$ cat src/isa_pkg.sv
package isa_pkg;

	localparam int WORD_SIZE  = 16;
	localparam int NUM_REGS   = 4;
	localparam int IMM_W      = 8;
	localparam int JTARGET_W  = 12;

	typedef logic [WORD_SIZE-1:0]        word_t;
	typedef logic [$clog2(NUM_REGS)-1:0] reg_idx_t;

	// JAL and JRL leave the return address here
	localparam reg_idx_t LINK_REG = 2'd2;

	typedef enum logic [3:0] {
		OP_BNE   = 4'd0,
		OP_BEQ   = 4'd1,
		OP_BGZ   = 4'd2,
		OP_BLZ   = 4'd3,
		OP_ADI   = 4'd4,
		OP_ORI   = 4'd5,
		OP_LHI   = 4'd6,
		OP_JMP   = 4'd9,
		OP_JAL   = 4'd10,
		OP_RTYPE = 4'd15
	} opcode_e;

	typedef enum logic [5:0] {
		FN_ADD = 6'd0,  FN_SUB = 6'd1,  FN_AND = 6'd2,  FN_ORR = 6'd3,
		FN_NOT = 6'd4,  FN_TCP = 6'd5,  FN_SHL = 6'd6,  FN_SHR = 6'd7,
		FN_JPR = 6'd25, FN_JRL = 6'd26, FN_WWD = 6'd28, FN_HLT = 6'd29
	} func_e;

	typedef enum logic [3:0] {
		ALU_ADD, ALU_SUB, ALU_AND, ALU_ORR,
		ALU_NOT, ALU_TCP, ALU_SHL, ALU_SHR,
		ALU_PASS_B, ALU_LHI
	} alu_op_e;

	// Same order as the branch opcodes
	typedef enum logic [1:0] {BR_NE, BR_EQ, BR_GZ, BR_LZ} branch_e;

	typedef enum logic [1:0] {PC_SEQ, PC_BRANCH, PC_JUMP, PC_REG} pc_src_e;

	typedef enum logic [1:0] {WB_ALU, WB_PC1} wb_src_e;

endpackage

$ cat src/pipe_pkg.sv
package pipe_pkg;

	import isa_pkg::*;

	// Decoded control for one instruction or an all-zero bubble
	typedef struct packed {
		logic     valid;
		logic     use_rs;
		logic     use_rt;
		logic     reg_write;
		reg_idx_t dest;
		logic     alu_src;
		alu_op_e  alu_op;
		logic     branch;
		branch_e  br_type;
		pc_src_e  pc_src;
		wb_src_e  wb_src;
		logic     wwd;
		logic     halt;
	} ctrl_t;

	typedef struct packed {
		ctrl_t                 ctrl;
		word_t                 pc;
		word_t                 rs_val;
		word_t                 rt_val;
		word_t                 imm;
		logic [JTARGET_W-1:0]  target;
	} id_ex_t;

	// Shared by EX/MEM and MEM/WB since MEM does no work
	typedef struct packed {
		logic     valid;
		logic     reg_write;
		reg_idx_t dest;
		wb_src_e  wb_src;
		logic     wwd;
		logic     halt;
		word_t    pc;
		word_t    rs_val;
		word_t    result;
	} ex_wb_t;

endpackage

$ cat src/control_unit.sv
module control_unit (
	input  isa_pkg::word_t  instr,
	output pipe_pkg::ctrl_t ctrl
);
	import isa_pkg::*;

	opcode_e  opcode;
	func_e    func;
	reg_idx_t rt_idx;
	reg_idx_t rd_idx;

	assign opcode = opcode_e'(instr[15:12]);
	assign func   = func_e'(instr[5:0]);
	assign rt_idx = instr[9:8];
	assign rd_idx = instr[7:6];

	always_comb begin
		// Unknown encodings fall out of this as a counted no-op
		ctrl         = '0;
		ctrl.valid   = 1'b1;
		ctrl.dest    = rd_idx;
		ctrl.alu_op  = ALU_PASS_B;
		ctrl.br_type = branch_e'(instr[13:12]);
		ctrl.pc_src  = PC_SEQ;
		ctrl.wb_src  = WB_ALU;
		case (opcode)
			OP_BNE, OP_BEQ, OP_BGZ, OP_BLZ: begin
				ctrl.use_rs = 1'b1;
				// GZ and LZ only look at rs
				ctrl.use_rt = (opcode == OP_BNE) || (opcode == OP_BEQ);
				ctrl.branch = 1'b1;
				ctrl.pc_src = PC_BRANCH;
			end
			OP_ADI, OP_ORI, OP_LHI: begin
				ctrl.use_rs    = (opcode != OP_LHI);
				ctrl.reg_write = 1'b1;
				ctrl.dest      = rt_idx;
				ctrl.alu_src   = 1'b1;
				case (opcode)
					OP_ADI:  ctrl.alu_op = ALU_ADD;
					OP_ORI:  ctrl.alu_op = ALU_ORR;
					default: ctrl.alu_op = ALU_LHI;
				endcase
			end
			OP_JMP: ctrl.pc_src = PC_JUMP;
			OP_JAL: begin
				ctrl.pc_src    = PC_JUMP;
				ctrl.reg_write = 1'b1;
				ctrl.dest      = LINK_REG;
				ctrl.wb_src    = WB_PC1;
			end
			OP_RTYPE: begin
				case (func)
					FN_ADD, FN_SUB, FN_AND, FN_ORR: begin
						ctrl.use_rs    = 1'b1;
						ctrl.use_rt    = 1'b1;
						ctrl.reg_write = 1'b1;
					end
					FN_NOT, FN_TCP, FN_SHL, FN_SHR: begin
						ctrl.use_rs    = 1'b1;
						ctrl.reg_write = 1'b1;
					end
					FN_WWD: begin
						ctrl.use_rs = 1'b1;
						ctrl.wwd    = 1'b1;
					end
					FN_JPR: begin
						ctrl.use_rs = 1'b1;
						ctrl.pc_src = PC_REG;
					end
					FN_JRL: begin
						ctrl.use_rs    = 1'b1;
						ctrl.pc_src    = PC_REG;
						ctrl.reg_write = 1'b1;
						ctrl.dest      = LINK_REG;
						ctrl.wb_src    = WB_PC1;
					end
					FN_HLT: ctrl.halt = 1'b1;
					default: ;
				endcase
				case (func)
					FN_ADD:  ctrl.alu_op = ALU_ADD;
					FN_SUB:  ctrl.alu_op = ALU_SUB;
					FN_AND:  ctrl.alu_op = ALU_AND;
					FN_ORR:  ctrl.alu_op = ALU_ORR;
					FN_NOT:  ctrl.alu_op = ALU_NOT;
					FN_TCP:  ctrl.alu_op = ALU_TCP;
					FN_SHL:  ctrl.alu_op = ALU_SHL;
					FN_SHR:  ctrl.alu_op = ALU_SHR;
					default: ctrl.alu_op = ALU_PASS_B;
				endcase
			end
			default: ;
		endcase
	end

endmodule

$ cat src/register_file.sv
module register_file (
	input  logic              clk,
	input  logic              reset_n,
	input  isa_pkg::reg_idx_t rs_idx,
	input  isa_pkg::reg_idx_t rt_idx,
	input  logic              wr_en,
	input  isa_pkg::reg_idx_t wr_idx,
	input  isa_pkg::word_t    wr_data,
	output isa_pkg::word_t    rs_val,
	output isa_pkg::word_t    rt_val
);
	import isa_pkg::*;

	word_t regs [NUM_REGS];

	always_ff @(posedge clk) begin
		if (!reset_n) begin
			for (int i = 0; i < NUM_REGS; i++) begin
				regs[i] <= '0;
			end
		end else if (wr_en) begin
			regs[wr_idx] <= wr_data;
		end
	end

	// Write-through so decode sees the value retiring this cycle
	assign rs_val = (wr_en && wr_idx == rs_idx) ? wr_data : regs[rs_idx];
	assign rt_val = (wr_en && wr_idx == rt_idx) ? wr_data : regs[rt_idx];

endmodule

$ cat src/alu.sv
module alu (
	input  isa_pkg::word_t   a,
	input  isa_pkg::word_t   b,
	input  isa_pkg::alu_op_e op,
	input  isa_pkg::branch_e br_type,
	output isa_pkg::word_t   result,
	output logic             bcond
);
	import isa_pkg::*;

	always_comb begin
		case (op)
			ALU_ADD:    result = a + b;
			ALU_SUB:    result = a - b;
			ALU_AND:    result = a & b;
			ALU_ORR:    result = a | b;
			ALU_NOT:    result = ~a;
			ALU_TCP:    result = ~a + 1'b1;
			ALU_SHL:    result = {a[WORD_SIZE-2:0], 1'b0};
			// Arithmetic shift keeps the sign bit
			ALU_SHR:    result = {a[WORD_SIZE-1], a[WORD_SIZE-1:1]};
			ALU_LHI:    result = {b[IMM_W-1:0], {(WORD_SIZE-IMM_W){1'b0}}};
			ALU_PASS_B: result = b;
			default:    result = b;
		endcase
	end

	always_comb begin
		case (br_type)
			BR_NE:   bcond = (a != b);
			BR_EQ:   bcond = (a == b);
			// Signed tests on rs only
			BR_GZ:   bcond = !a[WORD_SIZE-1] && (a != '0);
			BR_LZ:   bcond = a[WORD_SIZE-1];
			default: bcond = 1'b0;
		endcase
	end

endmodule

$ cat src/datapath.sv
module datapath (
	input  logic           clk,
	input  logic           reset_n,
	output logic           read_m1,
	output isa_pkg::word_t address1,
	input  isa_pkg::word_t data1,
	output isa_pkg::word_t num_inst,
	output isa_pkg::word_t output_port,
	output logic           is_halted
);
	import isa_pkg::*;
	import pipe_pkg::*;

	word_t    pc;
	logic     fetch_stop;
	logic     fetch_en;

	word_t    ifid_instr;
	word_t    ifid_pc;
	logic     ifid_valid;

	ctrl_t    ctrl_dec;
	ctrl_t    ctrl_id;
	reg_idx_t rs_id;
	reg_idx_t rt_id;
	word_t    rs_val_id;
	word_t    rt_val_id;
	word_t    imm_id;
	logic     zero_ext_id;
	logic     halt_id;
	logic     stall;

	id_ex_t   id_ex;
	ex_wb_t   ex_out;
	ex_wb_t   ex_mem;
	ex_wb_t   mem_wb;

	word_t    alu_b;
	word_t    alu_result;
	logic     bcond;
	logic     redirect;
	word_t    pc_plus1_ex;
	word_t    target_pc;

	logic     wb_en;
	word_t    wb_data;

	function automatic logic src_hit(ctrl_t c, reg_idx_t rs, reg_idx_t rt, logic wr,
		reg_idx_t dest);
		return wr && ((c.use_rs && dest == rs) || (c.use_rt && dest == rt));
	endfunction

	// Fetch stops for good once HLT has left decode
	assign read_m1  = !fetch_stop;
	assign address1 = pc;
	assign fetch_en = !fetch_stop && !halt_id;

	always_ff @(posedge clk) begin
		if (!reset_n) begin
			pc         <= '0;
			fetch_stop <= 1'b0;
		end else if (redirect) begin
			pc <= target_pc;
		end else if (!stall) begin
			if (fetch_en) begin
				pc <= pc + 1'b1;
			end
			if (halt_id) begin
				fetch_stop <= 1'b1;
			end
		end
	end

	always_ff @(posedge clk) begin
		if (!reset_n || redirect) begin
			ifid_valid <= 1'b0;
			ifid_instr <= '0;
			ifid_pc    <= '0;
		end else if (!stall) begin
			ifid_valid <= fetch_en;
			ifid_instr <= data1;
			ifid_pc    <= pc;
		end
	end

	control_unit u_control (
		.instr(ifid_instr),
		.ctrl (ctrl_dec)
	);

	always_comb begin
		ctrl_id = ctrl_dec;
		if (!ifid_valid) begin
			ctrl_id = '0;
		end
	end

	assign rs_id   = ifid_instr[11:10];
	assign rt_id   = ifid_instr[9:8];
	assign halt_id = ctrl_id.halt;

	// ORI and LHI take the immediate unsigned
	assign zero_ext_id = (ifid_instr[15:12] == OP_ORI) || (ifid_instr[15:12] == OP_LHI);
	assign imm_id = zero_ext_id ?
		{{(WORD_SIZE-IMM_W){1'b0}}, ifid_instr[IMM_W-1:0]} :
		{{(WORD_SIZE-IMM_W){ifid_instr[IMM_W-1]}}, ifid_instr[IMM_W-1:0]};

	register_file u_regs (
		.clk    (clk),
		.reset_n(reset_n),
		.rs_idx (rs_id),
		.rt_idx (rt_id),
		.wr_en  (wb_en),
		.wr_idx (mem_wb.dest),
		.wr_data(wb_data),
		.rs_val (rs_val_id),
		.rt_val (rt_val_id)
	);

	// A match in WB is covered by the register file write-through
	assign stall =
		src_hit(ctrl_id, rs_id, rt_id, id_ex.ctrl.valid && id_ex.ctrl.reg_write,
			id_ex.ctrl.dest) ||
		src_hit(ctrl_id, rs_id, rt_id, ex_mem.valid && ex_mem.reg_write, ex_mem.dest);

	always_ff @(posedge clk) begin
		if (!reset_n || redirect || stall) begin
			id_ex <= '0;
		end else begin
			id_ex.ctrl   <= ctrl_id;
			id_ex.pc     <= ifid_pc;
			id_ex.rs_val <= rs_val_id;
			id_ex.rt_val <= rt_val_id;
			id_ex.imm    <= imm_id;
			id_ex.target <= ifid_instr[JTARGET_W-1:0];
		end
	end

	assign alu_b = id_ex.ctrl.alu_src ? id_ex.imm : id_ex.rt_val;

	alu u_alu (
		.a      (id_ex.rs_val),
		.b      (alu_b),
		.op     (id_ex.ctrl.alu_op),
		.br_type(id_ex.ctrl.br_type),
		.result (alu_result),
		.bcond  (bcond)
	);

	assign pc_plus1_ex = id_ex.pc + 1'b1;

	always_comb begin
		case (id_ex.ctrl.pc_src)
			PC_BRANCH: target_pc = pc_plus1_ex + id_ex.imm;
			PC_JUMP:   target_pc = {id_ex.pc[WORD_SIZE-1:JTARGET_W], id_ex.target};
			PC_REG:    target_pc = id_ex.rs_val;
			default:   target_pc = pc_plus1_ex;
		endcase
	end

	// Not-taken prediction makes any resolved change of flow a redirect
	assign redirect = id_ex.ctrl.valid &&
		((id_ex.ctrl.branch && bcond) ||
		 id_ex.ctrl.pc_src == PC_JUMP || id_ex.ctrl.pc_src == PC_REG);

	always_comb begin
		ex_out.valid     = id_ex.ctrl.valid;
		ex_out.reg_write = id_ex.ctrl.reg_write;
		ex_out.dest      = id_ex.ctrl.dest;
		ex_out.wb_src    = id_ex.ctrl.wb_src;
		ex_out.wwd       = id_ex.ctrl.wwd;
		ex_out.halt      = id_ex.ctrl.halt;
		ex_out.pc        = id_ex.pc;
		ex_out.rs_val    = id_ex.rs_val;
		ex_out.result    = alu_result;
	end

	always_ff @(posedge clk) begin
		if (!reset_n) begin
			ex_mem <= '0;
			mem_wb <= '0;
		end else begin
			ex_mem <= ex_out;
			mem_wb <= ex_mem;
		end
	end

	assign wb_en = mem_wb.valid && mem_wb.reg_write;

	always_comb begin
		case (mem_wb.wb_src)
			WB_PC1:  wb_data = mem_wb.pc + 1'b1;
			default: wb_data = mem_wb.result;
		endcase
	end

	// Retire point
	always_ff @(posedge clk) begin
		if (!reset_n) begin
			num_inst    <= '0;
			output_port <= '0;
			is_halted   <= 1'b0;
		end else if (mem_wb.valid) begin
			num_inst <= num_inst + 1'b1;
			if (mem_wb.wwd) begin
				output_port <= mem_wb.rs_val;
			end
			if (mem_wb.halt) begin
				is_halted <= 1'b1;
			end
		end
	end

endmodule

$ cat src/cpu.sv
module cpu (
	input  logic           clk,
	input  logic           reset_n,
	output logic           read_m1,
	output isa_pkg::word_t address1,
	input  isa_pkg::word_t data1,
	output isa_pkg::word_t num_inst,
	output isa_pkg::word_t output_port,
	output logic           is_halted
);

	datapath u_datapath (
		.clk        (clk),
		.reset_n    (reset_n),
		.read_m1    (read_m1),
		.address1   (address1),
		.data1      (data1),
		.num_inst   (num_inst),
		.output_port(output_port),
		.is_halted  (is_halted)
	);

endmodule

$ cat config.mk
export PLATFORM = sky130hd
export DESIGN_NAME = cpu
export DESIGN_NICKNAME = d
export VERILOG_FILES = /design/src/isa_pkg.sv /design/src/pipe_pkg.sv /design/src/control_unit.sv /design/src/register_file.sv /design/src/alu.sv /design/src/datapath.sv /design/src/cpu.sv
export SDC_FILE = /design/constraint.sdc
export NUM_CORES = 1
export LEC_CHECK = 0
export ABC_CLOCK_PERIOD_IN_PS = 4500
export BUFFER_PORTS_ARGS = -buffer_cell sky130_fd_sc_hd__buf_2
export CORE_UTILIZATION = 40
export DETAILED_ROUTE_END_ITERATION = 16
export SLEW_MARGIN = 20
export SYNTH_ARGS = -nofsm -noshare
export SYNTH_HDL_FRONTEND = slang
export SYNTH_SLANG_ARGS = --single-unit
$ cat constraint.sdc
create_clock -name clk -period 4.5 [get_ports clk]
set_clock_uncertainty 0.2 [all_clocks]
set_input_delay 0.225 -clock clk [delete_from_list [all_inputs] [get_ports clk]]
set_output_delay 0.225 -clock clk [all_outputs]
set_load 0.01 [all_outputs]
# ---- After elaboration in Yosys (flattened, before gate mapping)
# Memories as Yosys holds them, arrays and structs flattened. A register that Yosys moved wholly into a read port is not among the register bits.
# Index checks and enable logic that the tools add are counted.
dict set report classes {
  eq_ne 43
  n_bitwise 7
  addsub 8
  muxes 37
  reduce_logical 48
}
# op count
set ops {}
lappend ops {{$pmux 16 s9} 1}
lappend ops {{$mux 16} 6}
lappend ops {{$add 16x1->16 const B} 5}
lappend ops {{$pmux 16 s3} 1}
lappend ops {{$add 16x16->16} 2}
lappend ops {{$eq 4x3->1 const B} 7}
lappend ops {{$eq 6x3->1 const B} 4}
lappend ops {{$eq 6x5->1 const B} 4}
lappend ops {{$mux 20} 1}
lappend ops {{$and 16x16->16} 1}
lappend ops {{$eq 16x16->1} 1}
lappend ops {{$eq 4x2->1 const B} 4}
lappend ops {{$eq 4x4->1 const B} 4}
lappend ops {{$ne 16x16->1} 1}
lappend ops {{$not 16->16} 1}
lappend ops {{$or 16x16->16} 1}
lappend ops {{$pmux 4 s2} 2}
lappend ops {{$reduce_bool 16->1} 1}
lappend ops {{$reduce_or 16->1} 1}
lappend ops {{$sub 16x16->16} 1}
lappend ops {{$logic_and 1x1->1} 13}
lappend ops {{$mux 1} 13}
lappend ops {{$eq 6x2->1 const B} 2}
lappend ops {{$reduce_or 11->1} 1}
lappend ops {{29 further kinds} 65}
dict set report totals {
  ram_bits 64
  in_bits 18
  n_memories 2
  regBits 250
  romBits 24
}
# memory words word_bits rd rd_ports_with_merged_regs write_ports line
set memory_table {}
lappend memory_table {u_datapath.u_regs.regs 4 16 2 2 4 register_file.sv:14} ;# word_t regs [NUM_REGS];
lappend memory_table {{(name not given)} 8 3 1 1 0 control_unit.sv:81} ;# case (func)

# ---- Depth between registers and ports, before layout
# Gate-level depths: netlist of the first run.
dict set report logic_depth {
  ltp_word 11
  mapped_depth 16
}

# ---- Cells and area by module
# A second synthesis of the first run with hierarchy kept.
dict set report unflattened {
  cells_unflattened 1900
  hier_area_um2 18281.3
}
# module cells_per_inst area_each_um2 seq_area_each_um2 instances
set modules_own_cells {}
lappend modules_own_cells {datapath 1090 10741.6 5485.3 1}
lappend modules_own_cells {register_file 227 3773.6 1921.8 1}
lappend modules_own_cells {alu 515 3315.7 0.0 1}
lappend modules_own_cells {control_unit 68 450.4 0.0 1}

# ---- Worst setup path before layout of the first run
# Ideal clock, no wire load.
dict set report synth_timing {
  path_type {reg-to-reg}
  start {register u_datapath.id_ex[89] (netlist name)}
  end {register, netlist name u_datapath.id_ex[28]}
  arrival_ns 3.458
  path_slack_ns 0.777
  path_stages_with_launch 17
  n_path_buf 6
  required_ns 4.234
  cell_sequence {dfxtp_1 -> clkbuf_1 -> and2_1 -> clkbuf_1 -> a21o_1 -> inv_1 -> ha_1 -> clkbuf_1 -> nor4_1 -> nand4_1 -> mux2i_1 -> a211o_1 -> buf_6 -> or2_1 -> buf_6 -> buf_6 -> nor2_1}
}
dict set report synth_between {
  elab_chain_cells 9
  word_cells_on_any_way 10
  cone_classes {eq/ne: 2; mux: 2; reduce/logical: 6}
}
# element line
set synth_lines {}
lappend synth_lines {{from (decl)} datapath.sv:33} ;# id_ex_t id_ex;
lappend synth_lines {{$mux 16 *} datapath.sv:139} ;# assign alu_b = id_ex.ctrl.alu_src ? id_ex.imm : id_ex.rt_val;
lappend synth_lines {{$eq 16x16->1 / $ne 16x16->1 (equally long branches)} {alu.sv:31, alu.sv:30}}
lappend synth_lines {{$pmux 1 s4 *} alu.sv:29} ;# case (br_type)
lappend synth_lines {{$logic_and 1x1->1 *} datapath.sv:163} ;# ((id_ex.ctrl.branch && bcond) ||
lappend synth_lines {{$logic_or 1x1->1 *} datapath.sv:163}
lappend synth_lines {{$logic_or 1x1->1 *} datapath.sv:164} ;# id_ex.ctrl.pc_src == PC_JUMP || id_ex.ctrl.pc_src == PC_REG);
lappend synth_lines {{$logic_and 1x1->1 *} datapath.sv:162} ;# assign redirect = id_ex.ctrl.valid &&
lappend synth_lines {{$logic_or 1x1->1 * (2 in a row)} datapath.sv:127} ;# if (!reset_n || redirect || stall) begin
# Every way passes the cells marked *; elsewhere a longest branch is shown, timed or not.
# A chain may end at the register's enable or synchronous reset.

# ---- Worst setup path after layout of the first run
dict set report layout_timing {
  start {register u_datapath.id_ex[89] (netlist name)}
  end {register u_datapath.id_ex[85] (netlist name)}
}
dict set report layout_between {
  elab_chain_cells 10
  word_cells_on_any_way 11
  cone_classes {eq/ne: 2; mux: 2; reduce/logical: 7}
}
# element line
set layout_lines {}
lappend layout_lines {{$mux 16 *} datapath.sv:139}
lappend layout_lines {{$eq 16x16->1 / $ne 16x16->1 (equally long branches)} {alu.sv:31, alu.sv:30}}
lappend layout_lines {{$pmux 1 s4 *} alu.sv:29}
lappend layout_lines {{$logic_and 1x1->1 *} datapath.sv:163}
lappend layout_lines {{$logic_or 1x1->1 *} datapath.sv:163}
lappend layout_lines {{$logic_or 1x1->1 *} datapath.sv:164}
lappend layout_lines {{$logic_and 1x1->1 *} datapath.sv:162}
lappend layout_lines {{$logic_or 1x1->1 * (2 in a row)} datapath.sv:127}
lappend layout_lines {{$reduce_or 2->1 (no source line) *} --}
# Marks and branches as above.

==> results of run 1 <==
## path summary, 6_finish.rpt
kind / cells after the start / end
hold reg to reg: 2 / u_datapath.output_port[15]
setup reg to reg: 11 / u_datapath.id_ex[85]
hold / removal: 2 / u_datapath.output_port[15]
setup / recovery: 11 / u_datapath.id_ex[85]
## placed cells by master, fill, tap and decap left out, drive strengths merged, types with 7 or more instances in the layout
master | synthesis | routed
a211oi | 14 | 14
a21o | 28 | 28
a21oi | 103 | 103
a222oi | 7 | 7
a22oi | 8 | 8
a31oi | 8 | 8
and2 | 113 | 113
and3 | 20 | 20
buf | 29 | 111
clkbuf | 82 | 59
dfxtp | 274 | 274
dlygate4sd3 | 0 | 17
edfxtp | 64 | 64
ha | 67 | 67
inv | 86 | 90
mux2 | 8 | 8
mux2i | 79 | 79
mux4 | 41 | 41
nand2 | 134 | 134
nand2b | 17 | 17
nand3 | 48 | 48
nand4 | 16 | 16
nor2 | 223 | 223
nor2b | 11 | 11
nor3 | 23 | 23
nor4 | 29 | 29
o211ai | 12 | 12
o21ai | 83 | 83
o22ai | 14 | 14
or3 | 14 | 14
xnor2 | 55 | 55
xor2 | 39 | 39
## power by group through the flow
stage | Combinational [mW] | Sequential [mW] | Clock [mW]
6_report | 0.788 | 3.28 | 3.25
2_1_floorplan | 0.539 | 3.30 | 0
3_3_place_gp | 0.757 | 3.34 | 0
3_5_place_dp | 0.763 | 3.34 | 0
4_1_cts | 0.778 | 3.28 | 3.32
5_1_grt | 0.855 | 3.29 | 3.44
## Yosys cell counts, drive strengths merged, types with 55 or more instances
master	number	share of area
nor2	223	0.049
inv	86	0.019
a21oi	103	0.030
dfxtp	274	0.32
o21ai	83	0.024
xnor2	55	0.028
mux2i	79	0.046
nand2	134	0.029
edfxtp	64	0.11
and2	113	0.041
clkbuf	82	0.018
ha	67	0.049
## timing repair
item	in CTS	in global routing
gates resized for setup	0	1
hold endpoints to repair	28	0
setup endpoints to repair	0	12
hold buffers	17	0
## cell type report
class | instances | share of cell area
Inverter | 86 | 0.0164
Timing Repair Buffer | 128 | 0.0430
Multi-Input combinational cell | 1316 | 0.461
Clock inverter | 13 | 0.00729
Sequential cell | 338 | 0.375
Tap cell | 577 | 0.0366
Clock buffer | 59 | 0.0602
## stage by stage
stage | area (um2) | instances | total power [mW] | setup WS, ns | util
detailed placement | 18200 | 2428 | 4.11 | 0.147 | 0.431
finish | 19700 | 2517 | 7.32 | 0.242 | 0.466
CTS | 19700 | 2517 | 7.38 | 0.118 | 0.466
floorplan | 17300 | 1851 | 3.84 | 0.777 | -
global route | 19700 | 2517 | 7.59 | 0.0116 | 0.466
global placement | 18200 | 2428 | 4.10 | 0.397 | 0.431
## registers in the layout, summed over array words and instances (netlist names), 16 cells and up, named ones only
| signal | count |
|---|---|
| u_datapath.ifid_pc | 16 |
| u_datapath.id_ex | 39 |
| u_datapath.address1 | 16 |
| u_datapath.output_port | 16 |
| u_datapath.ifid_instr | 16 |
| u_datapath.num_inst | 16 |
| u_datapath.u_regs.regs | 64 |
| u_datapath.mem_wb | 55 |
| u_datapath.ex_mem | 55 |
| u_datapath.ex_out | 39 |
## metal layers
layer,vias to the layer above,routed length [um],track usage
met1,6863,22500,0.314
met5,-,23,0
li1,6640,-,-
met3,86,3460,0.0359
met4,4,1250,0.0707
met2,504,23800,0.379
## critical path: stages (launching register included)
cell and delay [ns]:
dfxtp_1 0.59, and2_1 0.46, a21o_1 0.17, inv_1 0.07, ha_1 0.39, nor4_2 0.50, nand4_1 0.28, mux2i_1 0.23
a211o_1 0.34, nor2_4 0.29, nand2_1 0.34, a21oi_1 0.28
## kinds of logic after synthesis
| logic type | count (synthesis) |
|---|---|
| AND/OR/NAND/NOR | 674 |
| adder cells (fa/ha/maj) | 70 |
| flip-flops | 338 |
| XOR/XNOR | 94 |
| AO/OA/AOI/OAI | 350 |
| buffers and inverters | 197 |
| multiplexers | 128 |
==> results.cfg, run 1 <==
[hold_path]
hp-class = reg -> reg
min_from = u_datapath.mem_wb[31]

[pwr]
power.density_nw_per_um2 = 371
peakVddDrop_v = 0.000244
combPwrFrac = 0.108
swShare = 0.255
p_clk_frac = 0.444
p_int_mw = 5.45
leakage_nw = 7.67
p_switching_mw = 1.87
sequentialPowerShare = 0.448

[place]
dpl.hpwl_um = 36900
gp_congestion = 0.970
io_buffers = 67

[global_routing]
grt_max_degree = 91
antenna_found_initial = 3
grt.total_usage = 0.231
grt_pass1_wl_um = 78500
grt-ovfl-total = 0
grt_pass1_vias = 13300

[timing]
timing.final.crit_period_ns = 4.26
relSlewSlack = 0.233
drv_slew = 0
setup_viol_count_final = 0
finalSetupTns_ns = 0
fin_crit_sh = 0.946
rsz0062_at_grt = no
hold-worst-slack_ns = 0.227
max_freq_ghz = 0.235
worst_pin_slew_ns = 1.14
hold_violations = 0

[yosys]
yosysSeqAreaShare = 0.429
yosysWarnings = 0
synthesis.instances = 1851
synth-simple-area-share = 0.191
netlist_area_um2 = 17300
synthFlopType = dfxtp_1
ys_types = 79
synth.net_count = 1939
synth_enable_flop_cells = 64
synth_top_family_by_area = simple AND/OR/NAND/NOR gates
synth_fa_ha_area_frac = 0.0520
synthArstFlopShare = 0
syn_area_per_cell_um2 = 9.33
synth-compound-area-share = 0.130
synth_xor_area_frac = 0.0476
ys_ff_latch = 338
synthMuxAreaShare = 0.104

[cts]
clk_path_buf_depth = 3
htree_levels = 2
cts_tree = yes
numCtsBuffers = 39
root_buffer = clkbuf_16
cts.sinks = 338
clk_pin_slew_worst_paths_ns = 0.06
clkLatencyLatePin_ns = 0.56
postCtsSetupBuffers = 0

[worst_setup_path]
required_ns = 4.76
worst-path-max-fanout = 16
r2r-start = u_datapath.id_ex[89]
cp-start-kind = flip-flop
startpoint = u_datapath.id_ex[89]
end_kind = flip-flop
critical_path_arrival_ns = 4.52
worstSetupPathType = reg -> reg
r2r_setup_slack_ns = 0.24

[final_layout]
drive_above_1_share = 0.125
layout.nets = 1997
n_fill_cell = 4060
regArea_um2 = 7410
multi_input_area_um2 = 9110
diodes = 0
area_delta_synth_final_pct = 14.2

[floorplan]
die_w_um = 210
core-area_um2 = 42300
num_rows = 75
die_h_um = 210
die_area_um2 = 44000
initial_utilization = 0.408
io_pins = 68

[routing]
drt_iter0_drc = 1302
via_per_inst = 5.60
first_pass_iters = 5
ant_nets = 0
vias = 14100
wl_um = 51000
wl_per_cell_um = 20.3
drc = 0

[run_status]
status = finished, final reports clean

[run]
max-cap-violations = 0
(Power assumes the default switching activity.)
==> inputs of run 2 (changes only) <==
--- a/config.mk
+++ b/config.mk
@@ -7,7 +7,7 @@
 export LEC_CHECK = 0
 export ABC_CLOCK_PERIOD_IN_PS = 4500
 export BUFFER_PORTS_ARGS = -buffer_cell sky130_fd_sc_hd__buf_2
-export CORE_UTILIZATION = 40
+export CORE_UTILIZATION = 35
 export DETAILED_ROUTE_END_ITERATION = 16
 export SLEW_MARGIN = 20
 export SYNTH_ARGS = -nofsm -noshare
==> run 2 against run 1 <==
Critical path depth decreased by 1; worst setup slack improved by 0.061 ns; critical endpoint is now u_datapath.address1[13]; final cell count increased by 3.3%; maximum frequency increased by 1.5%; critical path type unchanged; hold slack got worse by 0.11 ns; clock power decreased by 6.5%; via count decreased by 0.30%; highest routed layer is now met4; non-clock buffer count increased by 2.
==> results.cfg, run 2 (synthesized netlist as in run 1, its figures left out) <==
[run_status]
status = finished, final reports clean

[final_layout]
layout_common_cells = 273 x dfxtp_1, 222 x nor2_1, 134 x nand2_1
drive_above_1_share = 0.127
instances_no_fill = 2599
largest_reg_flops = 64
final_common_cell = dfxtp_1
n_fill_cell = 4843
top_register = u_datapath.u_regs.regs
regArea_um2 = 7410
largestRegisters = u_datapath.u_regs.regs x64, u_datapath.ex_mem x55, u_datapath.mem_wb x55
diodes = 0
area_delta_synth_final_pct = 14.4
multi_input_area_um2 = 9100
layout.nets = 1996

[timing]
max_freq_ghz = 0.238
fin_crit_sh = 0.933
drv_slew = 0
rsz0062_at_grt = no
timing.final.crit_period_ns = 4.20
finalSetupTns_ns = 0
hold_violations = 0
hold-worst-slack_ns = 0.117
worst_slack_ns = 0.303
setup_viol_count_final = 0
worst_pin_slew_ns = 1.09
relSlewSlack = 0.273

[cts]
root_buffer = clkbuf_16
clkLatencyLatePin_ns = 0.56
htree_levels = 2
cts.sinks = 338
cts_tree = yes
clk_pin_slew_worst_paths_ns = 0.07
cts-resized-gates = 0
clk_path_buf_depth = 3
numCtsBuffers = 36

[floorplan]
num_rows = 81
io_pins = 68
core-area_um2 = 48800
die_w_um = 224
initial_utilization = 0.354
die_area_um2 = 50300
die_h_um = 224

[routing]
drc = 0
drt_iter0_drc = 1298
ant_nets = 0
wl_per_cell_um = 19.7
wl_um = 51300
via_per_inst = 5.41
vias = 14100
first_pass_iters = 8

[pwr]
p_int_mw = 5.26
sequentialPowerShare = 0.460
combPwrFrac = 0.113
p_clk_frac = 0.427
peakVddDrop_v = 0.000226
leakage_nw = 7.64
swShare = 0.261
power.density_nw_per_um2 = 360
p_switching_mw = 1.86

[worst_setup_path]
end_kind = flip-flop
required_ns = 4.72
worstSetupPathType = reg -> reg
crit_path_top_delay_cell = dfxtp_1
max_stage_delay_ns = 0.59
crit_chain = and2_1, a21o_1, inv_1, ha_1, nor4_1, nand4_1, mux2i_1, a211o_1, buf_4, o22ai_1
critical_path_arrival_ns = 4.42
cp-start-kind = flip-flop
r2r_setup_slack_ns = 0.30
worst-path-max-fanout = 43

[global_routing]
grt_max_degree = 63
grt_pass1_vias = 13400
grt-ovfl-total = 0
grt_pass1_wl_um = 78700
antenna_found_initial = 0
grt.total_usage = 0.203

[place]
place_ws_ns = 0.378
dpl.hpwl_um = 36800
io_buffers = 67
gp_congestion = 0.943
dp.cells = 2518

[hold_path]
hp-class = in -> reg

[run]
max-cap-violations = 0
run 2: cell count changes in the layout (fill, tap and decap cells not counted), sizes merged:
| cell | delta |
|---|---|
| buf | +3 |
| bufinv | -1 |
| clkbuf | -9 |
| clkinv | +4 |
| dlygate4sd3 | -1 |
| inv | -1 |
run 2: metrics by stage:
stage | total power, mW | area, um2 | utilization
after global routing | 7.37 | 19800 | 0.405
after global placement | 4.11 | 18400 | 0.376
final | 7.12 | 19800 | 0.405
after floorplan | 3.84 | 17300 | -
after detailed placement | 4.12 | 18400 | 0.376
after CTS | 7.16 | 19800 | 0.404
run 2: power groups by stage:
stage	Combinational [mW]	Sequential, mW	Clock (mW)
after global routing	0.866	3.29	3.22
after detailed placement	0.775	3.34	0
final	0.802	3.28	3.04
after floorplan	0.539	3.30	0
after CTS	0.790	3.28	3.10
after global placement	0.769	3.34	0
run 2: timing repair:
| action | 4_1_cts | 5_1_grt |
|---|---|---|
| setup buffers | 0 | 0 |
| hold buffers | 16 | 0 |
| endpoints found under the setup margin | 0 | 0 |
| endpoints found under the hold margin | 19 | 0 |
run 2: critical path: cells and delay by family, from the launching register on:
family / cells / cell delay (ns)
buffers and inverters: 2 / 0.51
adder cells (fa/ha/maj): 1 / 0.39
flip-flops: 1 / 0.59
AND/OR/NAND/NOR: 3 / 1.35
multiplexers: 1 / 0.34
AO/OA/AOI/OAI: 3 / 0.63
run 2: per-layer routing:
metal | share of wire | track usage | vias to the layer above | routed length (um)
met4 | 0.018 | 0.0511 | 0 | 922
met2 | 0.46 | 0.330 | 536 | 23700
met3 | 0.069 | 0.0320 | 74 | 3550
met5 | 0 | 0 | - | 0
met1 | 0.45 | 0.279 | 6807 | 23100
li1 | - | - | 6638 | -
run 2: final cells by class:
cell class,count,area share
clock inverter,15,0.00772
multi-input combinational,1316,0.461
clock buffer,50,0.0546
tap,664,0.0420
inverter,86,0.0163
sequential,338,0.375
timing repair buffer,130,0.0436
run 2: worst paths after layout:
path,from,endpoint,cells past startpoint
worst max-delay path,u_datapath.id_ex[20],u_datapath.address1[13],10
worst min-delay path,reset_n,u_datapath.ex_mem[48],3
worst max register to register,u_datapath.id_ex[20],u_datapath.address1[13],10
worst min register to register,u_datapath.ex_mem[31],u_datapath.mem_wb[31],1
